File: config.mk
export PLATFORM = sky130hd
export DESIGN_NAME = apb_host_port
export DESIGN_NICKNAME = d
export VERILOG_FILES = /design/src/common/cpu_pkg.sv /design/src/verilog/apb_host_port.sv
export SDC_FILE = /design/constraint.sdc
export NUM_CORES = 1
export LEC_CHECK = 0
export ABC_AREA = 1
export ABC_CLOCK_PERIOD_IN_PS = 2600
export BUFFER_PORTS_ARGS = -buffer_cell sky130_fd_sc_hd__buf_4
export CAP_MARGIN = 20
export CELL_PAD_IN_SITES_DETAIL_PLACEMENT = 1
export CELL_PAD_IN_SITES_GLOBAL_PLACEMENT = 2
export CORE_MARGIN = 2
export CORE_UTILIZATION = 19
export CTS_CLUSTER_SIZE = 16
export DETAILED_ROUTE_END_ITERATION = 12
export HOLD_SLACK_MARGIN = 0.06
export PLACE_DENSITY_LB_ADDON = 0.08
export SYNTH_ARGS = -nofsm -noshare
export SYNTH_HDL_FRONTEND = slang
export SYNTH_SLANG_ARGS = --single-unit
File: constraint.sdc
create_clock -name SYS_clk -period 2.6 [get_ports SYS_clk]
set_clock_uncertainty 0.15 [all_clocks]
set_input_delay 0.13 -clock SYS_clk [delete_from_list [all_inputs] [get_ports SYS_clk]]
set_output_delay 0.13 -clock SYS_clk [all_outputs]
set_load 0.01 [all_outputs]
File: src/common/cpu_pkg.sv
////////////////////////////////////////////////////////////
// shared types of the pipelined cpu: opcodes, alu ops,
// stage register structs and the host port address map
////////////////////////////////////////////////////////////
package cpu_pkg;

    typedef logic [31:0] word_t;
    typedef logic [4:0]  reg_idx_t;

    typedef enum logic [5:0] {
        OP_RTYPE = 6'h00,
        OP_BEQ   = 6'h04,
        OP_ADDI  = 6'h08,
        OP_LW    = 6'h23,
        OP_SW    = 6'h2B
    } opcode_t;

    typedef enum logic [5:0] {
        FN_ADD = 6'h20,
        FN_SUB = 6'h22,
        FN_AND = 6'h24,
        FN_OR  = 6'h25,
        FN_SLT = 6'h2A
    } funct_t;

    typedef enum logic [2:0] {
        ALU_ADD,
        ALU_SUB,
        ALU_AND,
        ALU_OR,
        ALU_SLT                     // signed compare
    } alu_op_t;

    typedef struct packed {
        alu_op_t  alu_op;
        word_t    rs_val;
        word_t    rt_val;
        word_t    imm;              // already sign extended
        logic     use_imm;
        reg_idx_t dest;
        logic     reg_we;
        logic     mem_read;
        logic     mem_write;
    } dec_ex_t;

    typedef struct packed {
        word_t    result;           // alu result or memory address
        word_t    store_data;
        reg_idx_t dest;
        logic     reg_we;
        logic     mem_read;
        logic     mem_write;
    } ex_mem_t;

    typedef struct packed {
        logic     we;
        reg_idx_t dest;
        word_t    data;
    } wb_t;

    typedef struct packed {
        logic        imem_we;
        logic        dmem_we;
        logic [11:0] addr;          // word index from paddr[13:2]
        word_t       wdata;
    } host_req_t;

    // regions in paddr[15:14]
    localparam logic [1:0] HOST_CTRL = 2'd0;
    localparam logic [1:0] HOST_IMEM = 2'd1;
    localparam logic [1:0] HOST_DMEM = 2'd2;
    localparam logic [1:0] HOST_REGS = 2'd3;

endpackage

File: src/verilog/apb_host_port.sv
////////////////////////////////////////////////////////////
// apb slave for the host: run bit, memory load and readback
// setup cycle then two access cycles, pready in the second
////////////////////////////////////////////////////////////
`timescale 1ns/1ps

module apb_host_port
    import cpu_pkg::*;
#(
    parameter int IMEM_AW = 8,
    parameter int DMEM_AW = 8
)
(
    input  logic        SYS_clk,
    input  logic        SYS_reset,
    input  logic        psel,
    input  logic        penable,
    input  logic        pwrite,
    input  logic [15:0] paddr,
    input  word_t       pwdata,
    output word_t       prdata,
    output logic        pready,
    output logic        pslverr,
    output logic        run,
    output host_req_t   host_req,
    input  word_t       imem_rdata,
    input  word_t       dmem_rdata,
    input  word_t       reg_rdata
);
    logic [1:0]  region;
    logic [11:0] idx;
    logic        access;                // first access cycle, all effects land here
    logic        err;
    word_t       rd_mux;

    assign region = paddr[15:14];
    assign idx    = paddr[13:2];
    assign access = psel && penable && !pready;

    always_comb
    begin
        case (region)
            HOST_CTRL: err = 1'b0;
            HOST_IMEM: err = run || (|(idx >> IMEM_AW));   // busy or past end of memory
            HOST_DMEM: err = run || (|(idx >> DMEM_AW));
            default:   err = run || pwrite;                 // regs are read only
        endcase

        case (region)
            HOST_CTRL: rd_mux = {31'b0, run};
            HOST_IMEM: rd_mux = imem_rdata;
            HOST_DMEM: rd_mux = dmem_rdata;
            default:   rd_mux = reg_rdata;
        endcase
    end

    assign host_req = '{
        imem_we: access && pwrite && !err && (region == HOST_IMEM),
        dmem_we: access && pwrite && !err && (region == HOST_DMEM),
        addr:    idx,
        wdata:   pwdata
    };

    always_ff @(posedge SYS_clk)
    begin
        if (SYS_reset)
        begin
            pready  <= 1'b0;
            pslverr <= 1'b0;
            run     <= 1'b0;
        end
        else
        begin
            pready  <= access;          // high for one cycle, ends the transfer
            pslverr <= access && err;
            if (access && pwrite && region == HOST_CTRL)
                run <= pwdata[0];
        end
    end

    always_ff @(posedge SYS_clk)
    begin
        if (access)
            prdata <= err ? '0 : rd_mux;
    end

    a_penable_needs_psel: assert property (
        @(posedge SYS_clk) disable iff (SYS_reset) $rose(penable) |-> psel
    ) else $error("penable rose without psel");

endmodule

**After elaboration in Yosys (flattened, before gate mapping)**

Cells that the tools add are included.

- Bits of input ports: 149
- Register bits: 35
- Output and inout port bits: 81

- Reductions and logical operators: 15
- Eq/ne operators: 2
- Muxes and demuxes: 2

Operator list:

| kind | number |
|---|---|
| 32-bit case mux with 3 select lines | 1 |
| 1-bit logical AND | 8 |
| 4-bit OR reduction | 1 |
| 2-bit by 1-bit == test with 1-bit output, second input constant | 1 |
| 2-bit == test, second input constant | 1 |
| 1-bit logical NOT | 2 |
| 2-bit logical NOT | 1 |
| 1-bit logical OR | 2 |
| 1-bit case mux with 2 select lines | 1 |
| 2-bit OR reduction | 1 |

**Depth between registers and ports, before layout**

- Word-level depth: 6
- Depth in mapped cells: 9
- Mapped depth without buffers: 8

**Worst setup path before layout**

No wires, ideal clock.

- Path kind: flip-flop to flip-flop
- Start: reg pready
- End: reg prdata[0], enable pin
- Required time: 2.063 ns
- Period minus slack after synthesis: 1.652 ns
- Buffers on the path: 0
- Data arrival time: 1.115 ns
- Setup slack: 0.948 ns
- Library setup time: 0.387 ns
- Stages on the path, launching flop included: 4
- Path through: dfxtp_1 inv_1 nand3_1 inv_1

- Word-level cells in the longest chain between the ends: 2

RTL lines:

| element | line | RTL |
|---|---|---|
| start, declared | apb_host_port.sv:22 | `output logic pready,` |
| start signal, assigned | apb_host_port.sv:74 | `pready <= access;` |
| 1-bit logical NOT | apb_host_port.sv:38 | `assign access = psel && penable && !pready;` |
| 1-bit logical AND | apb_host_port.sv:38 |  |
| net access | apb_host_port.sv:32 | `logic access;` |
| end signal, assigned | apb_host_port.sv:84 | `prdata <= err ? '0 : rd_mux;` |
| end, declared | apb_host_port.sv:21 | `output word_t prdata,` |

The timed path passes the listed nets, and every way through them passes these cells.
A chain may end at the register's enable or synchronous reset.

**Final worst setup path**

- Start: reg pready
- End: reg prdata[2], enable pin

The elaborated chain is that of the path after synthesis.

==> impl_metrics.env <==
export IMPL_fin_cells=598
export IMPL_die_h_um=117.1
export IMPL_use_met3=0.02781
export IMPL_synthesis_area_um2=2430
export IMPL_maxCapViolations=0
export IMPL_wl_per_cell_um=14.34
export IMPL_vias_per_cell=3.915
export IMPL_multi_input_area_um2=890.9
export IMPL_portBuffers=149
export IMPL_timing_hold_ws_ns=0.06058
export IMPL_clk_latency_ns=0.28
export IMPL_synth_area_per_cell_um2=8.293
export IMPL_ctsRootBufferMaster="clkbuf_16"
export IMPL_ir_drop_uv=229.0
export IMPL_nets=578
export IMPL_power_density_nw_per_um2=457.7
export IMPL_place_inst=559
export IMPL_seq_area_frac_synth=0.4202
export IMPL_die_area_um2=13710
export IMPL_path_delay_family="buffers and inverters"
export IMPL_arrival_ns=1.46
export IMPL_start_util=0.1933
export IMPL_antenna_left=0
export IMPL_cts_buffers=5
export IMPL_setup_tns_ns=0
export IMPL_crit_buf_inv=3
export IMPL_htree_levels=2
export IMPL_cp_max_fo=22
export IMPL_placed_area_um2=3381
export IMPL_crit_type="flip-flop to flip-flop"
export IMPL_dp_hpwl_mm=6.221
export IMPL_worst_ep_required_time_ns=2.43
export IMPL_fin_area_um2=3855
export IMPL_grt_overflow_total=0
export IMPL_clk_path_buf_depth=2
export IMPL_clkSlewWorstSetupHoldPaths_ns=0.06
export IMPL_period_share=0.6250
export IMPL_clkSinkCount=35
export IMPL_n_fill_cell=1526
export IMPL_hold_class="input port to flip-flop"
export IMPL_ios=230
export IMPL_grt_busiest_layer="met2"
export IMPL_synth_top_cell_area_share=0.3955
export IMPL_drt_pass1_iterations=4
export IMPL_drive_above_1_share=0.4577
export IMPL_max_slew_margin=0.5554
export IMPL_reg2reg_from="pready"
export IMPL_synth_top_area_cell="edfxtp_1"
export IMPL_diodes=0
export IMPL_ff_latch_area_um2=1021
export IMPL_post_cts_resized=0
export IMPL_cellLeakagePower_nw=1.668
export IMPL_first_global_vias=2378
export IMPL_drt_iter0_drc=55
export IMPL_cts_tree="yes"
export IMPL_synth_distinct_cells=17
export IMPL_synth_seq_cells=35
export IMPL_area_growth_pct=58.65
export IMPL_finalCriticalPeriod_ns=1.625
export IMPL_final_hold_violation_count=0
export IMPL_wirelength_mm=8.574
export IMPL_antenna_found_initial=0
export IMPL_rsz0062_at_grt="no"
export IMPL_min_from="reg_rdata[21]"
export IMPL_place_congestion=0.6658
export IMPL_fmaxAchievable_mhz=615.4
export IMPL_grt_usage=0.1211
export IMPL_critPathLaunchType="flip-flop"
export IMPL_yosys_warnings=0
export IMPL_setup_viol=0
export IMPL_vias=2341
export IMPL_synth_area_leaders="edfxtp_1, buf_4, a21oi_1, nand2_1, nor2_2"
export IMPL_die_x_um=117.1
export IMPL_grt_pass1_wl_mm=12.58
export IMPL_cts_setup_buffers=0
export IMPL_grt_util_met2=0.1977
export IMPL_status="finished clean"
export IMPL_syn_num_nets=446
export IMPL_grt_start_max_net_pins=35
export IMPL_rows=41
export IMPL_coreArea_um2=12570
export IMPL_cp_slowest_cell="inv_1"
export IMPL_crit_chain="inv_1, nand3_1, inv_1, buf_12"
export IMPL_crit_top_cell="inv_1"
export IMPL_crit_start="pready"
export IMPL_worstSetupEndpointType="flip-flop"
export IMPL_slowest_delay_ns=0.45
export IMPL_drc=0
export IMPL_netlist_instances=293
export IMPL_met1_usage=0.1547
export IMPL_drv_slew=0
export IMPL_worst_pin_slew_ns=0.6669
where the power goes:
part | internal (mW) | switching [mW]
clock | 0.447 | 0.236
combinational | 0.231 | 0.195
sequential | 0.648 | 0.00617
area by class of cell:
| cell class | count | area share |
|---|---|---|
| repair buffers | 187 | 0.3940 |
| multi-input cells | 184 | 0.2311 |
| clock buffers | 5 | 0.03246 |
| clock inverters | 3 | 0.01006 |
| flip-flops and latches | 35 | 0.2648 |
| inverters | 12 | 0.01168 |
| well taps | 172 | 0.05583 |
metrics by stage:
stage          worst slack [ns]  total power, mW    util
2_1_floorplan            0.9483           0.9200       -
3_3_place_gp             0.7125            1.063  0.2690
3_5_place_dp             0.7404            1.065  0.2690
4_1_cts                  0.9429            1.803  0.3067
5_1_grt                  0.8764            1.862  0.3067
6_report                 0.9750            1.764  0.3067
final timing paths:
check | end | slack, ns | depth (start not counted)
worst max-delay path | prdata[2] | 0.98 | 4
worst min-delay path | prdata[21] | 0.06 | 3
worst max register to register | prdata[2] | 0.98 | 4
worst min register to register | run | 0.40 | 2
cells by family after synthesis:
family | count (synthesis) | share of synthesized area
simple gates | 115 | 0.2101
buf+inv | 74 | 0.2152
compound gates | 65 | 0.1339
flops | 35 | 0.4202
fa+ha+maj | 4 | 0.02060
sequential cells by signal, indices dropped and copies added, names as in the netlist:
register	cells
prdata	32
pready	1
pslverr	1
run	1
layer usage:
metal	wire, um	vias to the layer above
li1	-	1173
met1	3783	1038
met2	3894	96
met3	635	34
met4	260	0
met5	0	-
placed cells by master, fill, tap and decap left out, drive strengths merged:
cell and count:
dfxtp 3, inv 12, nand3 2, clkbuf 5, edfxtp 32, clkinv 2
bufinv 1, a21oi 64, nor2 42, nand2 70, o21ai 1, nand3b 1
dlygate4sd3 31, ha 4, buf 156
cell usage after synthesis:
| cell type | count |
|---|---|
| buf_8 | 1 |
| dfxtp_1 | 3 |
| nand3b_1 | 1 |
| nor2_2 | 20 |
| nand2_2 | 9 |
| nand3_1 | 2 |
| buf_6 | 6 |
| edfxtp_1 | 32 |
| ha_1 | 4 |
| buf_4 | 48 |
| a21oi_1 | 64 |
| nor2_1 | 22 |
| inv_2 | 1 |
| buf_2 | 7 |
| nand2_1 | 61 |
| inv_1 | 11 |
| o21ai_0 | 1 |
worst min-delay path: cells and delay by family:
kind	cells	cell delay [ns]
and+or+nand+nor	1	0.09
buffers and inverters	1	0.08
AOI/OAI and AO/OA	1	0.08
what timing repair did:
action                                 in CTS  in global routing
hold buffers                               31                  0
setup endpoints to repair                   0                  0
endpoints found under the hold margin      31                  0
(Power assumes the default switching activity.)
