--- src/common/cpu_pkg.sv ---
////////////////////////////////////////////////////////////
// shared types of the pipelined cpu: opcodes, alu ops,
// stage register structs and the host port address map
////////////////////////////////////////////////////////////
package cpu_pkg;

    typedef logic [31:0] word_t;
    typedef logic [4:0]  reg_idx_t;

    typedef enum logic [5:0] {
        OP_RTYPE = 6'h00,
        OP_BEQ   = 6'h04,
        OP_ADDI  = 6'h08,
        OP_LW    = 6'h23,
        OP_SW    = 6'h2B
    } opcode_t;

    typedef enum logic [5:0] {
        FN_ADD = 6'h20,
        FN_SUB = 6'h22,
        FN_AND = 6'h24,
        FN_OR  = 6'h25,
        FN_SLT = 6'h2A
    } funct_t;

    typedef enum logic [2:0] {
        ALU_ADD,
        ALU_SUB,
        ALU_AND,
        ALU_OR,
        ALU_SLT                     // signed compare
    } alu_op_t;

    typedef struct packed {
        alu_op_t  alu_op;
        word_t    rs_val;
        word_t    rt_val;
        word_t    imm;              // already sign extended
        logic     use_imm;
        reg_idx_t dest;
        logic     reg_we;
        logic     mem_read;
        logic     mem_write;
    } dec_ex_t;

    typedef struct packed {
        word_t    result;           // alu result or memory address
        word_t    store_data;
        reg_idx_t dest;
        logic     reg_we;
        logic     mem_read;
        logic     mem_write;
    } ex_mem_t;

    typedef struct packed {
        logic     we;
        reg_idx_t dest;
        word_t    data;
    } wb_t;

    typedef struct packed {
        logic        imem_we;
        logic        dmem_we;
        logic [11:0] addr;          // word index from paddr[13:2]
        word_t       wdata;
    } host_req_t;

    // regions in paddr[15:14]
    localparam logic [1:0] HOST_CTRL = 2'd0;
    localparam logic [1:0] HOST_IMEM = 2'd1;
    localparam logic [1:0] HOST_DMEM = 2'd2;
    localparam logic [1:0] HOST_REGS = 2'd3;

endpackage

--- src/verilog/execute_stage.sv ---
////////////////////////////////////////////////////////////
// execute stage: alu with immediate select, loads the
// execute/memory register
////////////////////////////////////////////////////////////
`timescale 1ns/1ps

module execute_stage
    import cpu_pkg::*;
(
    input  logic    SYS_clk,
    input  logic    SYS_reset,
    input  logic    run,
    input  dec_ex_t dx,
    output ex_mem_t xm
);
    word_t op_b;
    word_t alu_res;

    assign op_b = dx.use_imm ? dx.imm : dx.rt_val;

    always_comb
    begin
        case (dx.alu_op)
            ALU_ADD: alu_res = dx.rs_val + op_b;
            ALU_SUB: alu_res = dx.rs_val - op_b;
            ALU_AND: alu_res = dx.rs_val & op_b;
            ALU_OR:  alu_res = dx.rs_val | op_b;
            ALU_SLT: alu_res = {31'b0, $signed(dx.rs_val) < $signed(op_b)};
            default: alu_res = dx.rs_val + op_b;
        endcase
    end

    always_ff @(posedge SYS_clk)
    begin
        if (SYS_reset || !run)
        begin
            xm.reg_we    <= 1'b0;
            xm.mem_read  <= 1'b0;
            xm.mem_write <= 1'b0;
        end
        else
        begin
            xm.reg_we    <= dx.reg_we;
            xm.mem_read  <= dx.mem_read;
            xm.mem_write <= dx.mem_write;
        end
    end

    always_ff @(posedge SYS_clk)
    begin
        xm.result     <= alu_res;       // also the load/store address
        xm.store_data <= dx.rt_val;
        xm.dest       <= dx.dest;
    end

endmodule

--- config.mk ---
export PLATFORM = sky130hd
export DESIGN_NAME = execute_stage
export DESIGN_NICKNAME = d
export VERILOG_FILES = /design/src/common/cpu_pkg.sv /design/src/verilog/execute_stage.sv
export SDC_FILE = /design/constraint.sdc
export NUM_CORES = 1
export LEC_CHECK = 0
export BUFFER_PORTS_ARGS = -buffer_cell sky130_fd_sc_hd__buf_2
export CAP_MARGIN = 15
export CORE_ASPECT_RATIO = 1.2
export CORE_MARGIN = 2
export CORE_UTILIZATION = 56
export CTS_BUF_LIST = sky130_fd_sc_hd__clkbuf_8
export CTS_CLUSTER_DIAMETER = 100
export DETAILED_ROUTE_END_ITERATION = 8
export PLACE_DENSITY = 0.8
export SLEW_MARGIN = 20
export SYNTH_ARGS = -nofsm -noshare
export SYNTH_HDL_FRONTEND = slang
export SYNTH_SLANG_ARGS = --single-unit
--- constraint.sdc ---
create_clock -name SYS_clk -period 5.4 [get_ports SYS_clk]
set_input_delay 1.08 -clock SYS_clk [delete_from_list [all_inputs] [get_ports SYS_clk]]
set_output_delay 1.08 -clock SYS_clk [all_outputs]
set_load 0.005 [all_outputs]
# Word level (Yosys, flattened, before mapping)

Index checks and enable logic that the tools add are counted.
Widths: inputs -> output; s select.

$add $sub $neg: 2
Order comparisons: 1
Equality and inequality tests: 4
Multiplexer cells: 2
Bitwise logic cells: 2
Reductions and logical operators: 2

Operators by type and width:

| cell               | number |
|---|---|
| $pmux 32 s4        | 1 |
| $add 32x32->32     | 1 |
| $and 32x32->32     | 1 |
| $lt 32x32->1       | 1 |
| $mux 32            | 1 |
| $or 32x32->32      | 1 |
| $sub 32x32->32     | 1 |
| $eq 3x2->1 const B | 2 |
| $eq 3x1->1 const B | 1 |
| $eq 3x3->1 const B | 1 |
| $logic_not 1->1    | 1 |
| $logic_or 1x1->1   | 1 |

Register bits after elaboration: 72
Input bits: 111
Logic and storage cells: 19

# Depth between registers and ports, before layout

Gate-level depths: netlist (run 1).

Word-level depth: 3
Gate-level depth with buffers: 16
Mapped depth without buffers: 14

# Worst setup path before layout (run 1)

No wires, ideal clock.

Kind: input-to-reg
Start point: in dx[8] in the netlist's numbering
End point: reg xm[70] in the netlist's numbering
Arrival: 4.624 ns
Slack: 0.649 ns
Stages: 15
Buffers on the path: 2
Path through: clkbuf_1 > buf_1 > mux2i_1 > inv_1 > ha_1 > fa_1 > nor2_1 > nor2_1 > o41ai_2 > a221oi_4 > a311oi_2 > a31oi_2 > o21a_2 > mux2i_1 > or3_1

Longest elaborated chain between the ends: 3

RTL lines:

| element                                      | line                                     | text |
|---|---|---|
| start, declared                              | execute_stage.sv:13                      | `input dec_ex_t dx,` |
| $mux 32 *                                    | execute_stage.sv:19                      | `assign op_b = dx.use_imm ? dx.imm : dx.rt_val;` |
| $add 32x32->32, or another cell as far along | execute_stage.sv:24, execute_stage.sv:29 |  |
| $pmux 32 s4 *                                | execute_stage.sv:23                      | `case (dx.alu_op)` |
| net alu_res[30]                              | execute_stage.sv:17                      | `word_t alu_res;` |
| end, declared                                | execute_stage.sv:14                      | `output ex_mem_t xm` |

Mark *: on every way through the listed nets, which the timed path passes. The rest lies on a longest branch.
A chain may end at the register's enable or synchronous reset.

# Final worst setup path (run 1)

Start point: in dx[8] in the netlist's numbering
End point: reg xm[71] in the netlist's numbering

The elaborated chain is that of the path after synthesis.

==> run summary, run 1 <==
* **run status** completed
* **Post-synth EDFFs** 0
* **final count of negative-setup-slack endpoints** 0
* **register bit count reported by yosys** 72
* **placer congestion estimate** 1.01
* **Tmin final** 4.42 ns
* **Total Die Area** 13400 µm²
* **slew at the pin closest to its max-slew limit** 1.17 ns
* **leakage power** 4.12 nW
* **peak clock frequency supported by timing** 0.226 GHz
* **number of global-route vias before repair** 7106
* **setup slack after layout** 0.982 ns
* **placeable core region** 12100 µm²
* **Worst Path Class, Setup** in2reg
* **number of endpoints with negative hold slack in the final report** 0
* **most used standard cells in the synthesized netlist** 103 x sky130_fd_sc_hd__ha_1, 103 x sky130_fd_sc_hd__inv_1, 72 x sky130_fd_sc_hd__dfxtp_1
* **drt wl/cell** 17.6 µm
* **top-area cell type share of the netlist area** 20.7%
* **FILL cells** 1099
* **Clk pin slew, worst setup/hold paths** 0.09 ns
* **headroom to the max-slew limit** 21.8%
* **reported max-cap violation count** 0
* **Die X** 106 µm
* **kind of end point of the critical path** flop
* **Seq/Total Area, Yosys** 20.7%
* **flip-flop count of the largest register after layout** 72
* **number of vias in the routed layout** 7278
* **crit-path most repeated cell** sky130_fd_sc_hd__a221o_1
* **cell accounting for the most synthesized area** sky130_fd_sc_hd__dfxtp_1
* **Area growth syn-to-layout** 18.2%
* **setup_tns** 0 ns
* **Worst Hold Class** in2reg
* **Data required, critical path** 5.67 ns
* **layout cell share with drive strength beyond 1** 23.3%
* **FP Rows** 44
* **count of synthesis-stage warnings from yosys** 0
* **antenna diode instance count** 0
* **post-route worst hold slack** 0.803 ns
* **worst vdd ir** 0.117 mV
* **wire length after detailed routing** 21300 µm
* **largest net degree at the start of global routing** 55
* **detailed-route vias per instance** 6.02
* **Post-Syn Instances** 879
* **Boundary Pins** 183
* **Post-DRT Antenna Nets** 0
* **final clock period utilization by the worst path** 81.8%
* **number of violations reported at the end of detailed-routing iteration 0** 548
* **slowest CP cell** sky130_fd_sc_hd__nor2_1
* **Avg Inst Size Synth** 7.94 µm²
* **DIE HEIGHT** 126 µm
* **Max H-tree Level** 3
* **global-route usage over all layers** 31.6%
* **cell area after synthesis** 6980 µm²
* **number of clock buffers inserted by TritonCTS** 9
* **post-synth cell types** 86
* **Critical Path, Cell by Cell** buf_2 -> mux2i_1 -> ha_1 -> nor2_1 -> nand3_1 -> a311oi_1 -> o21ai_0 -> o31a_1 -> a221o_1 -> a221o_1
* **number of input and output port buffers inserted** 182
* **clock tree from TritonCTS** yes
* **FFs w/ async S/R, synth** 0%
* **Critical Path AT** 4.68 ns
* **CTS root buffer** sky130_fd_sc_hd__clkbuf_8
* **Layout Nets** 1258
* **clock sink count** 72
* **Crit Path Max Fanout** 17
* **quantity of gates resized following cts** 0
* **Worst Hold Launch** dx[3]
* **largest register by flop count** xm
* **initial antenna violation count** 1
* **setup repair bufs after CTS** 0
* **final count of pins violating max slew** 0
* **maximum clock insertion buffer count** 2
* **DPL Wire Length** 16500 µm
* **Remaining DRCs** 0
* **number of hold buffers added after cts** 0
* **largest stage delay on the critical path** 0.45 ns
* **Syn Nets** 1095
* **worst slack at placement** 0.628 ns
* **largest registers** xm: 72 flops
* **worst hold path stage count** 1
* **first-pass GRT wire length** 34200 µm
* **GR Overflow Total** 0
* **RSZ-0062 raised after global routing** false
* **biggest area contributors in the synthesized netlist** sky130_fd_sc_hd__dfxtp_1 21%, sky130_fd_sc_hd__ha_1 18%, sky130_fd_sc_hd__mux2i_1 5.9%
* **end of the worst hold path** xm[3]$_DFF_P_
* **number of search-and-repair iterations in the first detailed-routing pass** 6
* **CP Launch Type** primary input
* **initial cell density of the core** 57.6%
* **PD cells** 248 nW/µm²
* **ys flop type** sky130_fd_sc_hd__dfxtp_1
==> how the worst max path moves through the flow <==
stage               depth (start not counted)  start  slack (ns)        endpoint
finish                                     10  dx[8]        0.98  xm[71]$_DFF_P_
global route                               13  dx[8]        0.73  xm[67]$_DFF_P_
CTS                                        12  dx[8]        1.03  xm[70]$_DFF_P_
detailed placement                         12  dx[8]        0.63  xm[70]$_DFF_P_
global placement                           10  dx[8]        0.70  xm[71]$_DFF_P_
floorplan                                  15  dx[8]        0.65  xm[70]$_DFF_P_
==> kinds of logic (layout without fill, tap and decap cells) <==
kind of cell / after synthesis / after routing / share of synthesized area, %
xor+xnor: 15 / 15 / 1.88
flops: 72 / 72 / 20.7
mux: 43 / 43 / 6.21
buf+inv: 147 / 315 / 8.43
simple gates: 211 / 211 / 14.6
fa+ha+maj: 105 / 105 / 19.0
compound gates: 286 / 286 / 29.1
==> stage by stage <==
step / utilization (%) / instance area, µm² / power [mW] / std cells
CTS: 68.1 / 8250 / 2.03 / 1208
floorplan: - / 6980 / 1.20 / 879
detailed placement: 66.0 / 8000 / 1.47 / 1192
global placement: 66.0 / 8000 / 1.46 / 1192
finish: 68.1 / 8250 / 2.05 / 1208
global route: 68.1 / 8250 / 2.16 / 1208
==> worst max-delay path, delay by kind of cell <==
kind            cells  cell delay (ns)
compound gates      5             1.74
fa+ha+maj           1             0.42
buf+inv             1             0.42
mux                 1             0.34
simple gates        2             0.66
==> routing by layer <==
metal | wire, µm | track usage (%)
met4 | 979 | 16.4
met3 | 1690 | 4.76
met1 | 8580 | 39.1
met5 | 0 | 0
met2 | 10100 | 52.9
==> placed cells by master (no fill, tap or decap), drive strengths merged, types with 24 or more instances in the layout <==
cell,n
a21oi,62
buf,195
dfxtp,72
ha,103
inv,107
mux2i,41
nand2,59
nor2,63
o21ai,55
o22ai,24
==> report_power, final <==
group | leakage [nW] | internal (mW) | switching [mW]
clock network | 0.122 | 0.313 | 0.249
logic | 3.39 | 0.351 | 0.514
registers | 0.607 | 0.600 | 0.0176
total | 4.12 | 1.26 | 0.780
==> area by class of cell <==
class                      count  area [µm²]  area share [%]
sequential                    72        1440            17.5
clock inverter                 7         126            1.53
multi-input combinational    660        4950            60.1
tap                          161         201            2.44
clock buffer                   9         124            1.50
inverter                     104         390            4.73
timing repair buffer         195        1010            12.2
Power figures use the tool's default switching activity.
==> run 2: changes to the inputs <==
--- a/config.mk
+++ b/config.mk
@@ -9,11 +9,11 @@
 export CAP_MARGIN = 15
 export CORE_ASPECT_RATIO = 1.2
 export CORE_MARGIN = 2
-export CORE_UTILIZATION = 56
+export CORE_UTILIZATION = 50
 export CTS_BUF_LIST = sky130_fd_sc_hd__clkbuf_8
 export CTS_CLUSTER_DIAMETER = 100
 export DETAILED_ROUTE_END_ITERATION = 8
-export PLACE_DENSITY = 0.8
+export PLACE_DENSITY = 0.75
 export SLEW_MARGIN = 20
 export SYNTH_ARGS = -nofsm -noshare
 export SYNTH_HDL_FRONTEND = slang
==> constraint.sdc (replaced) <==
create_clock -name SYS_clk -period 3.75 [get_ports SYS_clk]
set_input_delay 0.75 -clock SYS_clk [delete_from_list [all_inputs] [get_ports SYS_clk]]
set_output_delay 0.75 -clock SYS_clk [all_outputs]
set_load 0.005 [all_outputs]
==> run summary, run 2 (same netlist as run 1, synthesis figures left out) <==
* **final cell utilization of the core** 70.0%
* **run status** completed
* **initial antenna violation count** 0
* **Clk pin slew, worst setup/hold paths** 0.10 ns
* **cell family with the largest share of critical-path delay** compound AO/OA/AOI/OAI gates
* **Tmin final** 3.66 ns
* **CTS root buffer** sky130_fd_sc_hd__clkbuf_8
* **headroom to the max-slew limit** 53.5%
* **Area growth syn-to-layout** 37.5%
* **Worst Path Class, Setup** in2reg
* **Total Die Area** 14900 µm²
* **number of vias in the routed layout** 7841
* **Crit Path Max Fanout** 5
* **clock tree from TritonCTS** yes
* **area taken by flip-flops and latches** 1440 µm²
* **commonest non-fill, non-tap cell in the layout** sky130_fd_sc_hd__buf_4
* **slew at the pin closest to its max-slew limit** 0.694 ns
* **DR WL met2** 11500 µm
* **final count of pins violating max slew** 0
* **setup repair bufs after CTS** 0
* **Critical Path AT** 3.92 ns
* **Met3 Routed Length** 1640 µm
* **Max H-tree Level** 3
* **number of violations reported at the end of detailed-routing iteration 0** 617
* **Buf/Inv on CP** 2
* **antenna diode instance count** 0
* **Post-DRT Antenna Nets** 0
* **kind of end point of the critical path** flop
* **met1 WL** 9690 µm
* **detailed-route vias per instance** 5.64
* **initial cell density of the core** 50.9%
* **FP Rows** 47
* **GR Overflow Total** 0
* **Boundary Pins** 183
* **largest register by flop count** xm
* **destination of the critical timing path** xm[70]$_DFF_P_
* **timing startpoint of the critical path** dx[8]
* **wire length after detailed routing** 23500 µm
* **global-route usage over all layers** 30.6%
* **Critical Path, Cell by Cell** clkbuf_4 -> mux2i_2 -> inv_1 -> ha_2 -> fa_2 -> nor2_2 -> nor2_2 -> o41ai_4 -> a221oi_4 -> a311oi_2 -> a31oi_2 -> o21a_2 -> mux2i_1 -> or3_1
* **placer congestion estimate** 0.997
* **Worst Hold Class** in2reg
* **number of input and output port buffers inserted** 182
* **peak clock frequency supported by timing** 0.273 GHz
* **slowest CP cell** sky130_fd_sc_hd__o41ai_4
* **first-pass GRT wire length** 36900 µm
* **placeable core region** 13700 µm²
* **FILL cells** 1210
* **largest stage delay on the critical path** 0.44 ns
* **most frequent cells in the layout** 185 x sky130_fd_sc_hd__buf_4, 181 x sky130_fd_sc_hd__buf_2, 103 x sky130_fd_sc_hd__inv_1
* **layout cell share with drive strength beyond 1** 35.5%
* **DPL Wire Length** 18700 µm
* **RSZ-0062 raised after global routing** false
* **clock sink count** 72
* **number of search-and-repair iterations in the first detailed-routing pass** 6
* **final clock period utilization by the worst path** 97.6%
* **final count of negative-setup-slack endpoints** 0
* **leakage power** 4.92 nW
* **largest registers** xm: 72 flops
* **Remaining DRCs** 0
* **flip-flop count of the largest register after layout** 72
* **number of endpoints with negative hold slack in the final report** 0
* **reported max-cap violation count** 0
* **PD cells** 323 nW/µm²
* **worst vdd ir** 0.214 mV
* **number of clock buffers inserted by TritonCTS** 9
* **maximum clock insertion buffer count** 2
* **largest net degree at the start of global routing** 30
* **Data required, critical path** 4.01 ns
* **Top Metal Used** met4
* **CP Launch Type** primary input
* **Die X** 112 µm
* **cell depth of the worst setup path** 14
* **DIE HEIGHT** 133 µm
* **drt wl/cell** 16.9 µm
* **number of global-route vias before repair** 7540
* **area of the multi-input gates** 5040 µm²
* **crit-path most repeated cell** sky130_fd_sc_hd__nor2_2
* **Layout Nets** 1431
* **number of hold buffers added after cts** 0
* **post-route worst hold slack** 0.459 ns
-- run 2: cell types whose count changed in the layout (fill, tap and decap cells not counted), sizes merged --
cell	change
clkinv	+1
bufinv	-3
clkbuf	+1
inv	+1
buf	+172
clkinvlp	+1
-- run 2: per-layer routing --
| metal | GRT usage [%] | vias to the layer above |
|---|---|---|
| li1 | - | 3823 |
| met1 | 37.2 | 3618 |
| met2 | 54.1 | 340 |
| met3 | 5.10 | 60 |
| met4 | 11.6 | 0 |
| met5 | 0 | - |
-- run 2: repair_timing --
action                                  CTS  global route
pin swaps                                 1             1
gates resized for setup                   1            14
endpoints found under the setup margin    2             6
cloned                                    0             0
endpoints found under the hold margin     0             0
-- run 2: metrics by stage --
stage	cell area (µm²)	setup TNS (ns)	power, mW	setup WS [ns]	instances
after global placement	9350	-1.42	2.42	-0.263	1375
after CTS	9540	0	3.08	0.0560	1391
after floorplan	7040	-0.135	1.74	-0.130	879
final	9590	0	3.09	0.0899	1391
after detailed placement	9350	-2.68	2.43	-0.382	1375
after global routing	9590	0	3.27	0.0214	1391
-- run 2: worst min-delay path by stage --
stage | to | slack [ns] | startpoint | cells past startpoint
after floorplan | xm[10]$_DFF_P_ | 0.78 | dx[43] | 0
after global placement | xm[6]$_DFF_P_ | 0.85 | dx[6] | 1
after detailed placement | xm[3]$_DFF_P_ | 0.85 | dx[3] | 1
after CTS | xm[3]$_DFF_P_ | 0.45 | dx[3] | 1
after global routing | xm[3]$_DFF_P_ | 0.44 | dx[3] | 1
final | xm[4]$_DFF_P_ | 0.46 | dx[4] | 1
-- run 2: area by class of cell --
cell class                 count  area share [%]
clock inverter                 7           0.639
inverter                     104            4.07
sequential                    72            15.0
clock buffer                   9            1.29
timing repair buffer         368            24.2
tap                          171            2.23
multi-input combinational    660            52.5
-- run 2: power by group --
part | internal (mW) | leakage, nW | total, mW | switching (mW)
combinational | 0.747 | 4.23 | 1.56 | 0.813
clock | 0.253 | 0.0888 | 0.640 | 0.386
sequential | 0.864 | 0.607 | 0.893 | 0.0290
==> run 3: changes to the inputs <==
--- a/config.mk
+++ b/config.mk
@@ -14,6 +14,7 @@
 export CTS_CLUSTER_DIAMETER = 100
 export DETAILED_ROUTE_END_ITERATION = 8
 export PLACE_DENSITY = 0.75
+export SETUP_SLACK_MARGIN = 0.15
 export SLEW_MARGIN = 20
 export SYNTH_ARGS = -nofsm -noshare
 export SYNTH_HDL_FRONTEND = slang
==> run summary, run 3 (same netlist as run 1, synthesis figures left out) <==
* **run status** completed
* **Post-DRT Antenna Nets** 0
* **initial antenna violation count** 0
* **GR Overflow Total** 0
* **final cell count without fillers** 1379
* **FP Rows** 47
* **setup repair bufs after CTS** 0
* **Tmin final** 3.52 ns
* **Met3 Routed Length** 1690 µm
* **setup_tns** 0 ns
* **post-detailed-placement cell area** 9260 µm²
* **number of hold buffers added after cts** 0
* **maximum clock insertion buffer count** 2
* **peak clock frequency supported by timing** 0.284 GHz
* **Die X** 112 µm
* **leakage power** 4.86 nW
* **final count of negative-setup-slack endpoints** 0
* **number of vias in the routed layout** 7904
* **worst slack at placement** -0.384 ns
* **Worst Path Class, Setup** in2reg
* **DIE HEIGHT** 133 µm
* **final clock period utilization by the worst path** 93.9%
* **DR WL met2** 11200 µm
* **Critical Path AT** 3.80 ns
* **Worst Hold Class** in2reg
* **Layout Nets** 1419
* **wire length after detailed routing** 23400 µm
* **CP Launch Type** primary input
* **number of violations reported at the end of detailed-routing iteration 0** 519
* **setup slack after layout** 0.228 ns
* **number of clock buffers inserted by TritonCTS** 9
* **number of global-route vias before repair** 7637
* **drt wl/cell** 17.0 µm
* **number of endpoints with negative hold slack in the final report** 0
* **most frequent cells in the layout** 181 x sky130_fd_sc_hd__buf_2, 173 x sky130_fd_sc_hd__buf_4, 102 x sky130_fd_sc_hd__inv_1
* **largest register by flop count** xm
* **Data required, critical path** 4.03 ns
* **global-route usage over all layers** 30.2%
* **number of input and output port buffers inserted** 182
* **Clk pin slew, worst setup/hold paths** 0.09 ns
* **Top Metal Used** met4
* **clock sink count** 72
* **Power Total** 3.07 mW
* **commonest non-fill, non-tap cell in the layout** sky130_fd_sc_hd__buf_2
* **final cell utilization of the core** 69.6%
* **Boundary Pins** 183
* **largest registers** xm: 72 flops
* **antenna diode instance count** 0
* **worst vdd ir** 0.184 mV
* **met1 WL** 9600 µm
* **largest net degree at the start of global routing** 25
* **reported max-cap violation count** 0
* **kind of end point of the critical path** flop
* **final count of pins violating max slew** 0
* **initial cell density of the core** 50.9%
* **PD cells** 322 nW/µm²
* **slew at the pin closest to its max-slew limit** 0.633 ns
* **Total Die Area** 14900 µm²
* **headroom to the max-slew limit** 57.6%
* **Remaining DRCs** 0
* **first-pass GRT wire length** 36500 µm
* **Max H-tree Level** 3
* **cell count after placement** 1363
* **placer congestion estimate** 0.991
* **clock tree from TritonCTS** yes
* **Area growth syn-to-layout** 36.7%
* **flip-flop count of the largest register after layout** 72
* **post-route cell area** 9540 µm²
* **layout cell share with drive strength beyond 1** 35.7%
* **detailed-route vias per instance** 5.73
* **number of search-and-repair iterations in the first detailed-routing pass** 5
* **Crit Path Max Fanout** 7
* **CTS root buffer** sky130_fd_sc_hd__clkbuf_8
* **RSZ-0062 raised after global routing** false
* **DPL Wire Length** 18400 µm
* **post-route worst hold slack** 0.450 ns
* **placeable core region** 13700 µm²
-- run 3: timing repair --
item,in CTS,in global routing
setup endpoints to repair,4,9
pin swaps,0,8
resized for setup,3,24
-- run 3: path summary, 6_finish.rpt --
kind  start  cells after the start  slack (ns)        endpoint
max   dx[8]                     15        0.23  xm[70]$_DFF_P_
min   dx[6]                      1        0.45   xm[6]$_DFF_P_
-- run 3: worst max-delay path: stages --
cell and delay (ns):
sky130_fd_sc_hd__buf_6 0.14, sky130_fd_sc_hd__mux2i_4 0.20, sky130_fd_sc_hd__inv_2 0.06, sky130_fd_sc_hd__ha_2 0.18, sky130_fd_sc_hd__inv_1 0.07, sky130_fd_sc_hd__fa_2 0.37
sky130_fd_sc_hd__nor2b_2 0.14, sky130_fd_sc_hd__o211ai_1 0.16, sky130_fd_sc_hd__a211o_1 0.37, sky130_fd_sc_hd__nand4bb_1 0.18, sky130_fd_sc_hd__a41o_2 0.26, sky130_fd_sc_hd__nand4_1 0.09
sky130_fd_sc_hd__and3_1 0.16, sky130_fd_sc_hd__mux2_1 0.31, sky130_fd_sc_hd__or3_1 0.36
-- run 3: final cells by class --
class                      instances  area [µm²]
clock buffer                       9         124
clock inverter                     7        60.1
fill                            1166        4160
inverter                         104         390
multi-input combinational        660        5070
sequential                        72        1440
tap                              171         214
timing repair buffer             356        2240
-- run 3: routing by layer --
metal | track usage [%] | vias up
met5 | 0 | -
met4 | 12.4 | 0
met3 | 5.05 | 86
met2 | 52.3 | 365
met1 | 37.2 | 3660
li1 | - | 3793
-- run 3: where the power goes --
group          switching, mW  internal [mW]  leakage (nW)  total [mW]
sequential            0.0275          0.864         0.607       0.891
clock                  0.378          0.251        0.0848       0.629
combinational          0.816          0.735          4.17        1.55
