==> src/common/cpu_pkg.sv <==
////////////////////////////////////////////////////////////
// shared types of the pipelined cpu: opcodes, alu ops,
// stage register structs and the host port address map
////////////////////////////////////////////////////////////
package cpu_pkg;

    typedef logic [31:0] word_t;
    typedef logic [4:0]  reg_idx_t;

    typedef enum logic [5:0] {
        OP_RTYPE = 6'h00,
        OP_BEQ   = 6'h04,
        OP_ADDI  = 6'h08,
        OP_LW    = 6'h23,
        OP_SW    = 6'h2B
    } opcode_t;

    typedef enum logic [5:0] {
        FN_ADD = 6'h20,
        FN_SUB = 6'h22,
        FN_AND = 6'h24,
        FN_OR  = 6'h25,
        FN_SLT = 6'h2A
    } funct_t;

    typedef enum logic [2:0] {
        ALU_ADD,
        ALU_SUB,
        ALU_AND,
        ALU_OR,
        ALU_SLT                     // signed compare
    } alu_op_t;

    typedef struct packed {
        alu_op_t  alu_op;
        word_t    rs_val;
        word_t    rt_val;
        word_t    imm;              // already sign extended
        logic     use_imm;
        reg_idx_t dest;
        logic     reg_we;
        logic     mem_read;
        logic     mem_write;
    } dec_ex_t;

    typedef struct packed {
        word_t    result;           // alu result or memory address
        word_t    store_data;
        reg_idx_t dest;
        logic     reg_we;
        logic     mem_read;
        logic     mem_write;
    } ex_mem_t;

    typedef struct packed {
        logic     we;
        reg_idx_t dest;
        word_t    data;
    } wb_t;

    typedef struct packed {
        logic        imem_we;
        logic        dmem_we;
        logic [11:0] addr;          // word index from paddr[13:2]
        word_t       wdata;
    } host_req_t;

    // regions in paddr[15:14]
    localparam logic [1:0] HOST_CTRL = 2'd0;
    localparam logic [1:0] HOST_IMEM = 2'd1;
    localparam logic [1:0] HOST_DMEM = 2'd2;
    localparam logic [1:0] HOST_REGS = 2'd3;

endpackage

==> src/verilog/hazard_unit.sv <==
////////////////////////////////////////////////////////////
// stall and forward decision for the instruction in decode
////////////////////////////////////////////////////////////
`timescale 1ns/1ps

module hazard_unit
    import cpu_pkg::*;
(
    input  reg_idx_t rs_idx,
    input  reg_idx_t rt_idx,
    input  logic     uses_rs,
    input  logic     uses_rt,
    input  dec_ex_t  dx,
    input  ex_mem_t  xm,
    output logic     stall,
    output logic     fwd_rs,
    output logic     fwd_rt
);
    logic ex_rs;
    logic ex_rt;
    logic mem_rs;
    logic mem_rt;
    logic stall_rs;
    logic stall_rt;

    function automatic logic src_hit(reg_idx_t src, logic used, reg_idx_t dst, logic we);
        return used && we && (src != '0) && (src == dst);
    endfunction

    assign ex_rs  = src_hit(rs_idx, uses_rs, dx.dest, dx.reg_we);
    assign ex_rt  = src_hit(rt_idx, uses_rt, dx.dest, dx.reg_we);
    assign mem_rs = src_hit(rs_idx, uses_rs, xm.dest, xm.reg_we);
    assign mem_rt = src_hit(rt_idx, uses_rt, xm.dest, xm.reg_we);

    // result in execute not ready yet, load data not ready until write-back
    assign stall_rs = ex_rs || (mem_rs && xm.mem_read);
    assign stall_rt = ex_rt || (mem_rt && xm.mem_read);
    assign stall    = stall_rs || stall_rt;

    // younger producer in execute wins over the memory stage
    assign fwd_rs = mem_rs && !xm.mem_read && !ex_rs;
    assign fwd_rt = mem_rt && !xm.mem_read && !ex_rt;

    always_comb
    begin
        a_fwd_or_stall: assert (!(fwd_rs && stall_rs) && !(fwd_rt && stall_rt))
            else $error("operand both forwarded and stalled");
    end

endmodule

==> config.mk <==
export PLATFORM = sky130hd
export DESIGN_NAME = hazard_unit
export DESIGN_NICKNAME = d
export VERILOG_FILES = /design/src/common/cpu_pkg.sv /design/src/verilog/hazard_unit.sv
export SDC_FILE = /design/constraint.sdc
export NUM_CORES = 1
export LEC_CHECK = 0
export BUFFER_PORTS_ARGS = -buffer_cell sky130_fd_sc_hd__buf_2
export CAP_MARGIN = 20
export CORE_AREA = 8 8 68 70
export DETAILED_ROUTE_END_ITERATION = 7
export DIE_AREA = 0 0 76 78
export PLACE_DENSITY_LB_ADDON = 0.3
export SLEW_MARGIN = 10
export SYNTH_ARGS = -nofsm -noshare
export SYNTH_HDL_FRONTEND = slang
export SYNTH_SLANG_ARGS = --single-unit
export TNS_END_PERCENT = 20
==> constraint.sdc <==
create_clock -name vclk -period 1.6
set_input_delay 0.16 -clock vclk [all_inputs]
set_output_delay 0.16 -clock vclk [all_outputs]
set_load 0.005 [all_outputs]
; ---- Yosys cells after proc, flatten, opt, wreduce, memory -nomap -nowiden
; Cells that the tools add are included.
[totals]
output_inout_bits = 3
reg_bits = 0
in_bits = 192
wordCells = 30
[op_classes]
reduce_logical = 26
eq_ne = 4
[op_table]
columns = operator, n
row1 = $eq A5 B5 Y1, 4
row2 = $logic_and A1 B1 Y1, 18
row3 = $reduce_bool A5 Y1, 2
row4 = $logic_not A1 Y1, 3
row5 = $logic_or A1 B1 Y1, 3

; ---- Logic depth before layout (Yosys ltp)
; Gate-level depths: netlist of run 1.
[logic_depth]
depth_word = 6
mapped_depth = 5
mapped_depth_nobuf = 5

; ---- Worst setup path after synthesis of run 1
; OpenSTA, ideal clock, no wires.
[synth_timing]
path_kind = input to output
startpoint = input rs_idx[2]
endpoint = output stall
required_ps = 1440
path_buffers = 0
stages = 5
setup_slack_ps = 300
arrival_ps = 1140
cell_sequence = or4_1 o21ai_2 nor3_1 o21ai_1 o311ai_1
[synth_between]
elab_chain_len = 6
elab_cells_between_ends = 10
classes_between = 2 x eq/ne / 8 x reduce/logical
[synth_rtl]
columns = item, line
row1 = start: declaration, hazard_unit.sv:9  ; input reg_idx_t rs_idx,
row2 = $reduce_bool A5 Y1, hazard_unit.sv:27  ; return used && we && (src != '0) && (src == dst);
row3 = $logic_and A1 B1 Y1 (2 in a row), hazard_unit.sv:27
row4 = $logic_and A1 B1 Y1, hazard_unit.sv:36  ; assign stall_rs = ex_rs || (mem_rs && xm.mem_read);
row5 = $logic_or A1 B1 Y1 *, hazard_unit.sv:36
row6 = $logic_or A1 B1 Y1 *, hazard_unit.sv:38  ; assign stall = stall_rs || stall_rt;
row7 = end: declaration, hazard_unit.sv:15  ; output logic stall,
; Mark *: on every way between the ends. The rest lies on a longest branch, timed or not.

; ---- Final worst setup path of run 1
; Same ends and word-level chain as after synthesis.

==> metrics.txt, run 1 <==
# TYPE chip_impl_metric gauge
chip_impl_metric{name="post_synth_instance_area",unit="µm²"} 302
chip_impl_info{name="min-delay-path-class",value="in2out"} 1
chip_impl_metric{name="cellPowerDensity",unit="nW/µm²"} 231
chip_impl_metric{name="timing.critical_path.arrival",unit="ps"} 1410
chip_impl_metric{name="ys_warn_count",unit=""} 0
chip_impl_info{name="setup_repair_after_global_routing_missed_its_margin",value="yes"} 1
chip_impl_metric{name="worst-slew-pin-transition",unit="ps"} 314
chip_impl_metric{name="p_int",unit="W"} 0.0000783
chip_impl_metric{name="clkPwrFrac",unit=""} 0
chip_impl_metric{name="drc",unit=""} 0
chip_impl_metric{name="hold_viol_final",unit=""} 0
chip_impl_metric{name="max_ir_drop_vdd",unit="mV"} 0.111
chip_impl_metric{name="post_synthesis_sequential_area_ratio",unit=""} 0
chip_impl_metric{name="sw_frac_of_total",unit=""} 0.436
chip_impl_metric{name="detail_route.wirelength",unit="mm"} 1.40
chip_impl_metric{name="fin_tns_setup",unit="ps"} 0
chip_impl_metric{name="critical_path_required",unit="ps"} 1440
chip_impl_metric{name="total_switching_power",unit="W"} 0.0000606
chip_impl_metric{name="synthDistinctLibCells",unit=""} 14
chip_impl_metric{name="n_diodes",unit=""} 0
chip_impl_metric{name="timing.max_slew.rel_slack",unit=""} 0.789
chip_impl_info{name="worstSetupEndpointType",value="output pin"} 1
chip_impl_metric{name="multi_input_area",unit="µm²"} 329
chip_impl_metric{name="initial_utilization",unit=""} 0.0849
chip_impl_metric{name="hold_fix_buffers_cts",unit=""} 0
chip_impl_metric{name="routed-via-count",unit=""} 410
chip_impl_metric{name="netlist_instances",unit=""} 40
chip_impl_metric{name="detailedRoute.firstIterationViolations",unit=""} 18
chip_impl_info{name="yosysTopAreaCell",value="xnor2_1"} 1
chip_impl_metric{name="clkbuf_count",unit=""} 0
chip_impl_metric{name="pwr-share-comb",unit=""} 1.000
chip_impl_metric{name="final_layout_size_suffix_gt1_frac",unit=""} 0.541
chip_impl_metric{name="holdWs",unit="ps"} 568
chip_impl_metric{name="finalSetupViolCount",unit=""} 0
chip_impl_metric{name="buffer_ports.inserted",unit=""} 28
chip_impl_metric{name="die_boundary_width",unit="µm"} 76
chip_impl_metric{name="die_height",unit="µm"} 78
chip_impl_metric{name="sequentialPowerShare",unit=""} 0
chip_impl_metric{name="drt-pass1-iter-count",unit=""} 3
chip_impl_metric{name="power.static_leakage",unit="nW"} 0.232
chip_impl_metric{name="antenna_found_initial",unit=""} 0
chip_impl_metric{name="via_per_inst",unit=""} 3.36
chip_impl_metric{name="max_cap_viol_count",unit=""} 0
chip_impl_metric{name="final.fill_count",unit=""} 409
chip_impl_info{name="yosysMostFrequentCell",value="xnor2_1"} 1
chip_impl_metric{name="area_growth_syn_to_layout",unit="%"} 99.6
chip_impl_info{name="crit_path_start_kind",value="input port"} 1
chip_impl_metric{name="dpl_worst_slack",unit="ps"} -34.7
chip_impl_metric{name="grt_overflow_total",unit=""} 0
chip_impl_metric{name="sequential_cell_area",unit="µm²"} 0
chip_impl_info{name="run_status",value="completed"} 1
chip_impl_metric{name="max_freq",unit="MHz"} 638
chip_impl_metric{name="pin_count_of_the_biggest_net_entering_global_routing",unit=""} 4
chip_impl_metric{name="synth_top_area_share",unit=""} 0.465
chip_impl_metric{name="ios",unit=""} 195
chip_impl_info{name="critical_path_start_end_classification",value="in2out"} 1
chip_impl_metric{name="floorplan.core_area",unit="µm²"} 3550
chip_impl_info{name="synth_top_cells_by_count",value="xnor2_1 (16), nand2_1 (4), xor2_1 (4), nand4_1 (3)"} 1
chip_impl_metric{name="design.die.area",unit="µm²"} 5930
chip_impl_metric{name="postLayoutSetupSlackWorst",unit="ps"} 31.6
chip_impl_metric{name="min_period_over_period",unit=""} 0.980
chip_impl_metric{name="n_sequential_cell",unit=""} 0
chip_impl_metric{name="p_total",unit="W"} 0.000139
chip_impl_metric{name="timing.critical_path.fanout_max",unit=""} 3
chip_impl_metric{name="gp_congestion",unit=""} 0.714
chip_impl_metric{name="grt_first_pass_wirelength",unit="mm"} 2.32
chip_impl_info{name="synth_area_leaders",value="xnor2_1 (46%), xor2_1 (12%), nand4_1 (6.2%)"} 1
chip_impl_metric{name="postSynthNetCount",unit=""} 232
chip_impl_metric{name="grt_pass1_vias",unit=""} 474
chip_impl_metric{name="postSynthAreaPerCell",unit="µm²"} 7.54
chip_impl_metric{name="final_period_minus_worst_setup_slack",unit="ps"} 1570
chip_impl_metric{name="detail_route.wl_per_cell",unit="µm"} 11.4
chip_impl_metric{name="final_core_utilization",unit=""} 0.169
chip_impl_metric{name="rows",unit=""} 22
chip_impl_metric{name="finish.net_count",unit=""} 268
chip_impl_metric{name="antenna_violating_nets_post_route",unit=""} 0
chip_impl_metric{name="timing.final.max_slew_violations",unit=""} 0
chip_impl_metric{name="grt_util_overall",unit=""} 0.0466
[path summary, 6_finish.rpt]
check                  from  cells after the start      to
setup / recovery  rs_idx[2]                      7   stall
hold / removal        xm[1]                      3  fwd_rt
[kinds of logic (layout without fill, tap and decap cells)]
family | count (synthesis) | in the layout | share of synthesized area
compound gates | 4 | 4 | 0.104
buf+inv | 0 | 34 | 0
xor+xnor | 20 | 20 | 0.581
simple gates | 16 | 16 | 0.315
[critical path, stage by stage]
cell      delay [ps]
buf_6             90
or4_4            550
o21ai_4          170
nor3_2            70
o21ai_1          130
o311ai_1         100
buf_2            140
[cells in the final DEF, fill, tap and decap left out]
cell type	n
buf_2	23
buf_4	7
buf_6	4
nand2_1	4
nand4_1	3
nand4b_1	1
nor2_1	1
nor3_1	1
nor3_2	2
nor3b_1	1
nor4_1	1
o21ai_1	1
o21ai_4	2
o311ai_1	1
or4_4	2
xnor2_1	16
xor2_1	4
[per-stage QoR]
stage	instance area, µm²	std cells
final	602	122
after global routing	602	122
after CTS	563	122
after detailed placement	547	122
after global placement	547	122
after floorplan	302	40
[metal layers]
layer	up-vias	routed length, µm	track usage
met5	-	0	0
met4	0	0	0
met3	0	163	0.0207
met2	27	423	0.0600
met1	170	809	0.0703
li1	213	-	-
[power groups by stage]
stage               Clock (W)  Sequential, W  Combinational, W
floorplan                   0              0         0.0000548
global placement            0              0          0.000124
detailed placement          0              0          0.000126
CTS                         0              0          0.000130
global route                0              0          0.000152
finish                      0              0          0.000139
[area by class of cell]
class / count / share of cell area
Multi-Input combinational cell: 40 / 0.547
Timing Repair Buffer: 34 / 0.353
Tap cell: 48 / 0.0998
[what timing repair did]
item                                    CTS  global route
endpoints found under the setup margin    1             3
pin swaps                                 3             9
gates resized for setup                   3             7
setup buffers                             0             0
Power figures use the tool's default switching activity.
==> inputs of run 2 (changes only) <==
CELL_PAD_IN_SITES_DETAIL_PLACEMENT = 1   (was unset)
CELL_PAD_IN_SITES_GLOBAL_PLACEMENT = 2   (was unset)
CORE_AREA = 8 8 70 72   (was 8 8 68 70)
DIE_AREA = 0 0 78 80   (was 0 0 76 78)
==> run 2 against run 1 <==
Net effect: total power decreased by 2.5%; cell area down 2.5%; sequential share of layout area unchanged; combinational power down 3%; final cell count increased by 1.6%; global-route usage up 0.15 points; critical endpoint unchanged; largest power group unchanged.
==> metrics.txt, run 2 (synthesis gave the netlist of run 1 again) <==
# TYPE chip_impl_metric gauge
chip_impl_info{name="run_status",value="completed"} 1
chip_impl_info{name="worstSetupEndpointType",value="output pin"} 1
chip_impl_metric{name="max_freq",unit="MHz"} 636
chip_impl_metric{name="max_cap_viol_count",unit=""} 0
chip_impl_metric{name="design.die.area",unit="µm²"} 6240
chip_impl_metric{name="critical_path_required",unit="ps"} 1440
chip_impl_metric{name="max_ir_drop_vdd",unit="mV"} 0.0713
chip_impl_metric{name="detail_route.wirelength",unit="mm"} 1.52
chip_impl_metric{name="routed-via-count",unit=""} 429
chip_impl_metric{name="pwr-share-comb",unit=""} 1.000
chip_impl_metric{name="finalSetupViolCount",unit=""} 0
chip_impl_metric{name="worst-slew-pin-transition",unit="ps"} 382
chip_impl_metric{name="detailroute.wirelength.met2",unit="µm"} 454
chip_impl_metric{name="antenna_violating_nets_post_route",unit=""} 0
chip_impl_metric{name="drc",unit=""} 0
chip_impl_metric{name="n_sequential_cell",unit=""} 0
chip_impl_metric{name="timing.critical_path.arrival",unit="ps"} 1410
chip_impl_metric{name="area_growth_syn_to_layout",unit="%"} 94.6
chip_impl_info{name="critical_path_start_end_classification",value="in2out"} 1
chip_impl_metric{name="antenna_found_initial",unit=""} 1
chip_impl_info{name="setup_repair_after_global_routing_missed_its_margin",value="yes"} 1
chip_impl_metric{name="sequential_cell_area",unit="µm²"} 0
chip_impl_metric{name="cellPowerDensity",unit="nW/µm²"} 231
chip_impl_metric{name="gp_congestion",unit=""} 0.779
chip_impl_metric{name="min_period_over_period",unit=""} 0.983
chip_impl_metric{name="grt_overflow_total",unit=""} 0
chip_impl_info{name="mostFrequentLayoutCells",value="buf_2 (28), xnor2_1 (16), buf_4 (6)"} 1
chip_impl_metric{name="die_boundary_width",unit="µm"} 78
chip_impl_metric{name="timing.final.max_slew_violations",unit=""} 0
chip_impl_metric{name="timing.critical_path.fanout_max",unit=""} 3
chip_impl_metric{name="final_layout_size_suffix_gt1_frac",unit=""} 0.568
chip_impl_metric{name="drt-pass1-iter-count",unit=""} 2
chip_impl_metric{name="grt_util_overall",unit=""} 0.0481
chip_impl_metric{name="initial_utilization",unit=""} 0.0782
chip_impl_metric{name="max_stage_delay",unit="ps"} 550
chip_impl_metric{name="fin_tns_setup",unit="ps"} 0
chip_impl_metric{name="die_height",unit="µm"} 80
chip_impl_metric{name="rows",unit=""} 23
chip_impl_metric{name="ios",unit=""} 195
chip_impl_metric{name="placed_cells_incl_taps",unit=""} 124
chip_impl_metric{name="sequentialPowerShare",unit=""} 0
chip_impl_metric{name="dpl_worst_slack",unit="ps"} -28.6
chip_impl_metric{name="grt_first_pass_wirelength",unit="mm"} 2.46
chip_impl_metric{name="power.static_leakage",unit="nW"} 0.226
chip_impl_info{name="slowest_stage",value="or4_4"} 1
chip_impl_metric{name="fin_cells",unit=""} 124
chip_impl_metric{name="via_per_inst",unit=""} 3.46
chip_impl_info{name="crit_path_cell_trace",value="buf_2 > or4_4 > o21ai_4 > nor3_2 > o21ai_1 > o311ai_1 > buf_2"} 1
chip_impl_metric{name="pin_count_of_the_biggest_net_entering_global_routing",unit=""} 4
chip_impl_info{name="final_common_cell",value="buf_2"} 1
chip_impl_metric{name="grt_pass1_vias",unit=""} 497
chip_impl_metric{name="detail_route.wl_per_cell",unit="µm"} 12.2
chip_impl_metric{name="postLayoutSetupSlackWorst",unit="ps"} 27.5
chip_impl_metric{name="floorplan.core_area",unit="µm²"} 3860
chip_impl_metric{name="clkPwrFrac",unit=""} 0
chip_impl_metric{name="buffer_ports.inserted",unit=""} 28
chip_impl_info{name="min-delay-path-class",value="in2out"} 1
chip_impl_metric{name="hold_viol_final",unit=""} 0
chip_impl_metric{name="timing.max_slew.rel_slack",unit=""} 0.743
chip_impl_metric{name="clkbuf_count",unit=""} 0
chip_impl_info{name="critical_path.most_common_cell",value="buf_2"} 1
chip_impl_metric{name="p_total",unit="W"} 0.000135
chip_impl_metric{name="n_diodes",unit=""} 0
chip_impl_metric{name="sw_frac_of_total",unit=""} 0.471
chip_impl_metric{name="final_period_minus_worst_setup_slack",unit="ps"} 1570
chip_impl_info{name="dr.max_layer_used",value="met5"} 1
chip_impl_metric{name="met1Wirelength",unit="µm"} 839
chip_impl_metric{name="holdWs",unit="ps"} 586
chip_impl_metric{name="total_switching_power",unit="W"} 0.0000638
chip_impl_info{name="crit_path_start_kind",value="input port"} 1
chip_impl_metric{name="met3_wirelength",unit="µm"} 207
chip_impl_metric{name="p_int",unit="W"} 0.0000716
chip_impl_metric{name="finish.net_count",unit=""} 268
chip_impl_metric{name="detailedRoute.firstIterationViolations",unit=""} 3
run 2: changes by cell type in the layout (fill, tap and decap cells not counted):
cell,previous run,this run
buf_2,23,28
buf_6,4,0
buf_4,7,6
nor3_1,1,0
nor3_2,2,3
nor3b_1,1,0
nor3b_2,0,1
run 2: what timing repair did:
item | CTS | global route
pin swaps | 4 | 3
setup buffers | 0 | 0
hold endpoints to repair | 0 | 0
hold buffers | 0 | 0
cloned | 0 | 0
endpoints found under the setup margin | 1 | 3
resized for setup | 5 | 2
run 2: worst paths after layout:
| path | start | endpoint | depth (start not counted) |
|---|---|---|---|
| worst max-delay path | rs_idx[4] | stall | 7 |
| worst min-delay path | xm[1] | fwd_rt | 3 |
run 2: final cells by class:
type                            count  area [µm²]
Fill cell                         489        3270
Tap cell                           50        62.6
Multi-Input combinational cell     40         339
Timing Repair Buffer               34         185
run 2: per-layer routing:
metal | vias up | global-route usage
met5 | - | 0
met4 | 2 | 0
li1 | 212 | -
met2 | 28 | 0.0576
met3 | 2 | 0.0270
met1 | 185 | 0.0730
run 2: per-stage QoR:
step / instance area, µm² / util
floorplan: 302 / -
global placement: 549 / 0.142
detailed placement: 549 / 0.142
CTS: 577 / 0.150
global route: 587 / 0.152
finish: 587 / 0.152
run 2: worst max-delay path: cells and delay by family:
| kind | cells | cell delay (ps) |
|---|---|---|
| compound gates | 3 | 390 |
| buf+inv | 2 | 240 |
| simple gates | 2 | 620 |
run 2: power by group through the flow:
stage | Sequential [W] | Clock, W | Combinational [W]
3_3_place_gp | 0 | 0 | 0.000126
2_1_floorplan | 0 | 0 | 0.0000548
5_1_grt | 0 | 0 | 0.000148
3_5_place_dp | 0 | 0 | 0.000130
4_1_cts | 0 | 0 | 0.000136
6_report | 0 | 0 | 0.000135
==> inputs of run 3 (changes only) <==
==> constraint.sdc (replaced) <==
create_clock -name vclk -period 1.6
set_input_delay 0.16 -clock vclk [all_inputs]
set_output_delay 0.16 -clock vclk [all_outputs]
set_load 0.01 [all_outputs]
==> run 3 against run 2 <==
Net effect: sequential share of layout area is the same; first-iteration DRC count shrank 100%; non-clock buffer count increased by 3; final cell count grew 2.4%; count of clock-buffer cells in the layout is the same; cell area increased by 6.4%; total power up 9.9%; worst setup slack lost 15 ps; combinational power rose by 10%; via count grew 3.5%; wire length grew 6.1%; largest cell class unchanged.
==> metrics.txt, run 3 (synthesis gave the netlist of run 1 again) <==
# TYPE chip_impl_metric gauge
chip_impl_metric{name="n_diodes",unit=""} 0
chip_impl_metric{name="die_boundary_width",unit="µm"} 78
chip_impl_metric{name="clkbuf_count",unit=""} 0
chip_impl_metric{name="met3_wirelength",unit="µm"} 232
chip_impl_metric{name="max_cap_viol_count",unit=""} 0
chip_impl_metric{name="pwr-share-comb",unit=""} 1.000
chip_impl_metric{name="timing.critical_path.fanout_max",unit=""} 3
chip_impl_metric{name="design.die.area",unit="µm²"} 6240
chip_impl_metric{name="max_ir_drop_vdd",unit="mV"} 0.0653
chip_impl_metric{name="met1Wirelength",unit="µm"} 825
chip_impl_metric{name="postLayoutSetupSlackWorst",unit="ps"} 12.7
chip_impl_metric{name="drc",unit=""} 0
chip_impl_metric{name="initial_utilization",unit=""} 0.0782
chip_impl_metric{name="drt-pass1-iter-count",unit=""} 1
chip_impl_metric{name="detailroute.wirelength.met2",unit="µm"} 535
chip_impl_metric{name="hold_fix_buffers_cts",unit=""} 0
chip_impl_metric{name="p_int",unit="W"} 0.0000809
chip_impl_metric{name="sequential_cell_area",unit="µm²"} 0
chip_impl_metric{name="max_stage_delay",unit="ps"} 550
chip_impl_metric{name="grt_first_pass_wirelength",unit="mm"} 2.62
chip_impl_metric{name="placed_cells_incl_taps",unit=""} 125
chip_impl_info{name="critical_path_start_end_classification",value="in2out"} 1
chip_impl_metric{name="detail_route.wirelength",unit="mm"} 1.61
chip_impl_metric{name="buffer_ports.inserted",unit=""} 28
chip_impl_metric{name="detailedRoute.firstIterationViolations",unit=""} 0
chip_impl_metric{name="pin_count_of_the_biggest_net_entering_global_routing",unit=""} 4
chip_impl_metric{name="dpl_worst_slack",unit="ps"} -76.2
chip_impl_metric{name="sw_frac_of_total",unit=""} 0.457
chip_impl_metric{name="holdWs",unit="ps"} 584
chip_impl_info{name="dr.max_layer_used",value="met5"} 1
chip_impl_metric{name="n_sequential_cell",unit=""} 0
chip_impl_metric{name="antenna_found_initial",unit=""} 1
chip_impl_info{name="final_common_cell",value="buf_2"} 1
chip_impl_metric{name="die_height",unit="µm"} 80
chip_impl_metric{name="hold_viol_final",unit=""} 0
chip_impl_metric{name="max_freq",unit="MHz"} 630
chip_impl_metric{name="critical_path_required",unit="ps"} 1440
chip_impl_metric{name="area_growth_syn_to_layout",unit="%"} 107
chip_impl_metric{name="detail_route.wl_per_cell",unit="µm"} 12.7
chip_impl_metric{name="ios",unit=""} 195
chip_impl_metric{name="grt_util_overall",unit=""} 0.0509
chip_impl_metric{name="timing.final.max_slew_violations",unit=""} 0
chip_impl_metric{name="rows",unit=""} 23
chip_impl_metric{name="final_period_minus_worst_setup_slack",unit="ps"} 1590
chip_impl_info{name="crit_path_start_kind",value="input port"} 1
chip_impl_info{name="crit_path_cell_trace",value="buf_6 > or4_4 > o21ai_4 > nor3_2 > o21ai_1 > o311ai_1 > buf_2"} 1
chip_impl_metric{name="cellPowerDensity",unit="nW/µm²"} 238
chip_impl_metric{name="timing.critical_path.arrival",unit="ps"} 1430
chip_impl_metric{name="antenna_violating_nets_post_route",unit=""} 0
chip_impl_metric{name="final_layout_size_suffix_gt1_frac",unit=""} 0.558
chip_impl_info{name="slowest_stage",value="or4_4"} 1
chip_impl_metric{name="via_per_inst",unit=""} 3.50
chip_impl_metric{name="power.static_leakage",unit="nW"} 0.251
chip_impl_metric{name="grt_overflow_total",unit=""} 0
chip_impl_metric{name="p_total",unit="W"} 0.000149
chip_impl_info{name="min-delay-path-class",value="in2out"} 1
chip_impl_metric{name="total_switching_power",unit="W"} 0.0000680
chip_impl_metric{name="finalSetupViolCount",unit=""} 0
chip_impl_info{name="run_status",value="completed"} 1
chip_impl_metric{name="fin_cells",unit=""} 127
chip_impl_metric{name="floorplan.core_area",unit="µm²"} 3860
chip_impl_metric{name="worst-slew-pin-transition",unit="ps"} 358
chip_impl_metric{name="routed-via-count",unit=""} 444
chip_impl_metric{name="gp_congestion",unit=""} 0.753
chip_impl_metric{name="final_core_utilization",unit=""} 0.162
chip_impl_metric{name="clkPwrFrac",unit=""} 0
chip_impl_info{name="mostFrequentLayoutCells",value="buf_2 (25), xnor2_1 (16), buf_4 (9)"} 1
chip_impl_info{name="setup_repair_after_global_routing_missed_its_margin",value="yes"} 1
chip_impl_info{name="worstSetupEndpointType",value="output pin"} 1
chip_impl_metric{name="min_period_over_period",unit=""} 0.992
chip_impl_metric{name="timing.max_slew.rel_slack",unit=""} 0.759
chip_impl_metric{name="dp.final_hpwl",unit="mm"} 1.55
chip_impl_metric{name="grt_pass1_vias",unit=""} 542
chip_impl_metric{name="finish.net_count",unit=""} 271
chip_impl_metric{name="sequentialPowerShare",unit=""} 0
-- run 3: cell count changes in the layout (fill, tap and decap cells not counted), sizes merged --
cell,change
buf,+3
-- run 3: per-stage QoR --
step                instance area [µm²]  TNS, ps
global placement                    557    -35.1
finish                              624        0
CTS                                 624    -16.2
floorplan                           302        0
detailed placement                  557    -99.6
global route                        624     -151
-- run 3: what timing repair did --
action,in CTS,in global routing
endpoints found under the hold margin,0,0
pin swaps,8,2
buffers inserted,2,0
gates resized for setup,10,0
setup endpoints to repair,2,3
-- run 3: layout make-up --
| class | count | area [µm²] |
|---|---|---|
| fill | 484 | 3230 |
| multi-input combinational | 40 | 335 |
| tap | 50 | 62.6 |
| timing repair buffer | 37 | 226 |
-- run 3: path summary, 6_finish.rpt --
path	to	slack, ps	start	depth (start not counted)
worst max-delay path	stall	10	rs_idx[0]	7
worst min-delay path	fwd_rt	580	xm[1]	3
-- run 3: worst max-delay path: cells and delay by family --
kind,cells,cell delay (ps)
simple gates,2,610
buf+inv,2,240
compound gates,3,410
-- run 3: per-layer routing --
metal | up-vias | track usage
li1 | 218 | -
met1 | 194 | 0.0711
met2 | 28 | 0.0677
met3 | 2 | 0.0304
met4 | 2 | 0
met5 | - | 0
-- run 3: power groups by stage --
| stage | Clock [W] | Combinational (W) | Sequential (W) |
|---|---|---|---|
| global route | 0 | 0.000163 | 0 |
| finish | 0 | 0.000149 | 0 |
| CTS | 0 | 0.000151 | 0 |
| floorplan | 0 | 0.0000552 | 0 |
| global placement | 0 | 0.000128 | 0 |
| detailed placement | 0 | 0.000134 | 0 |
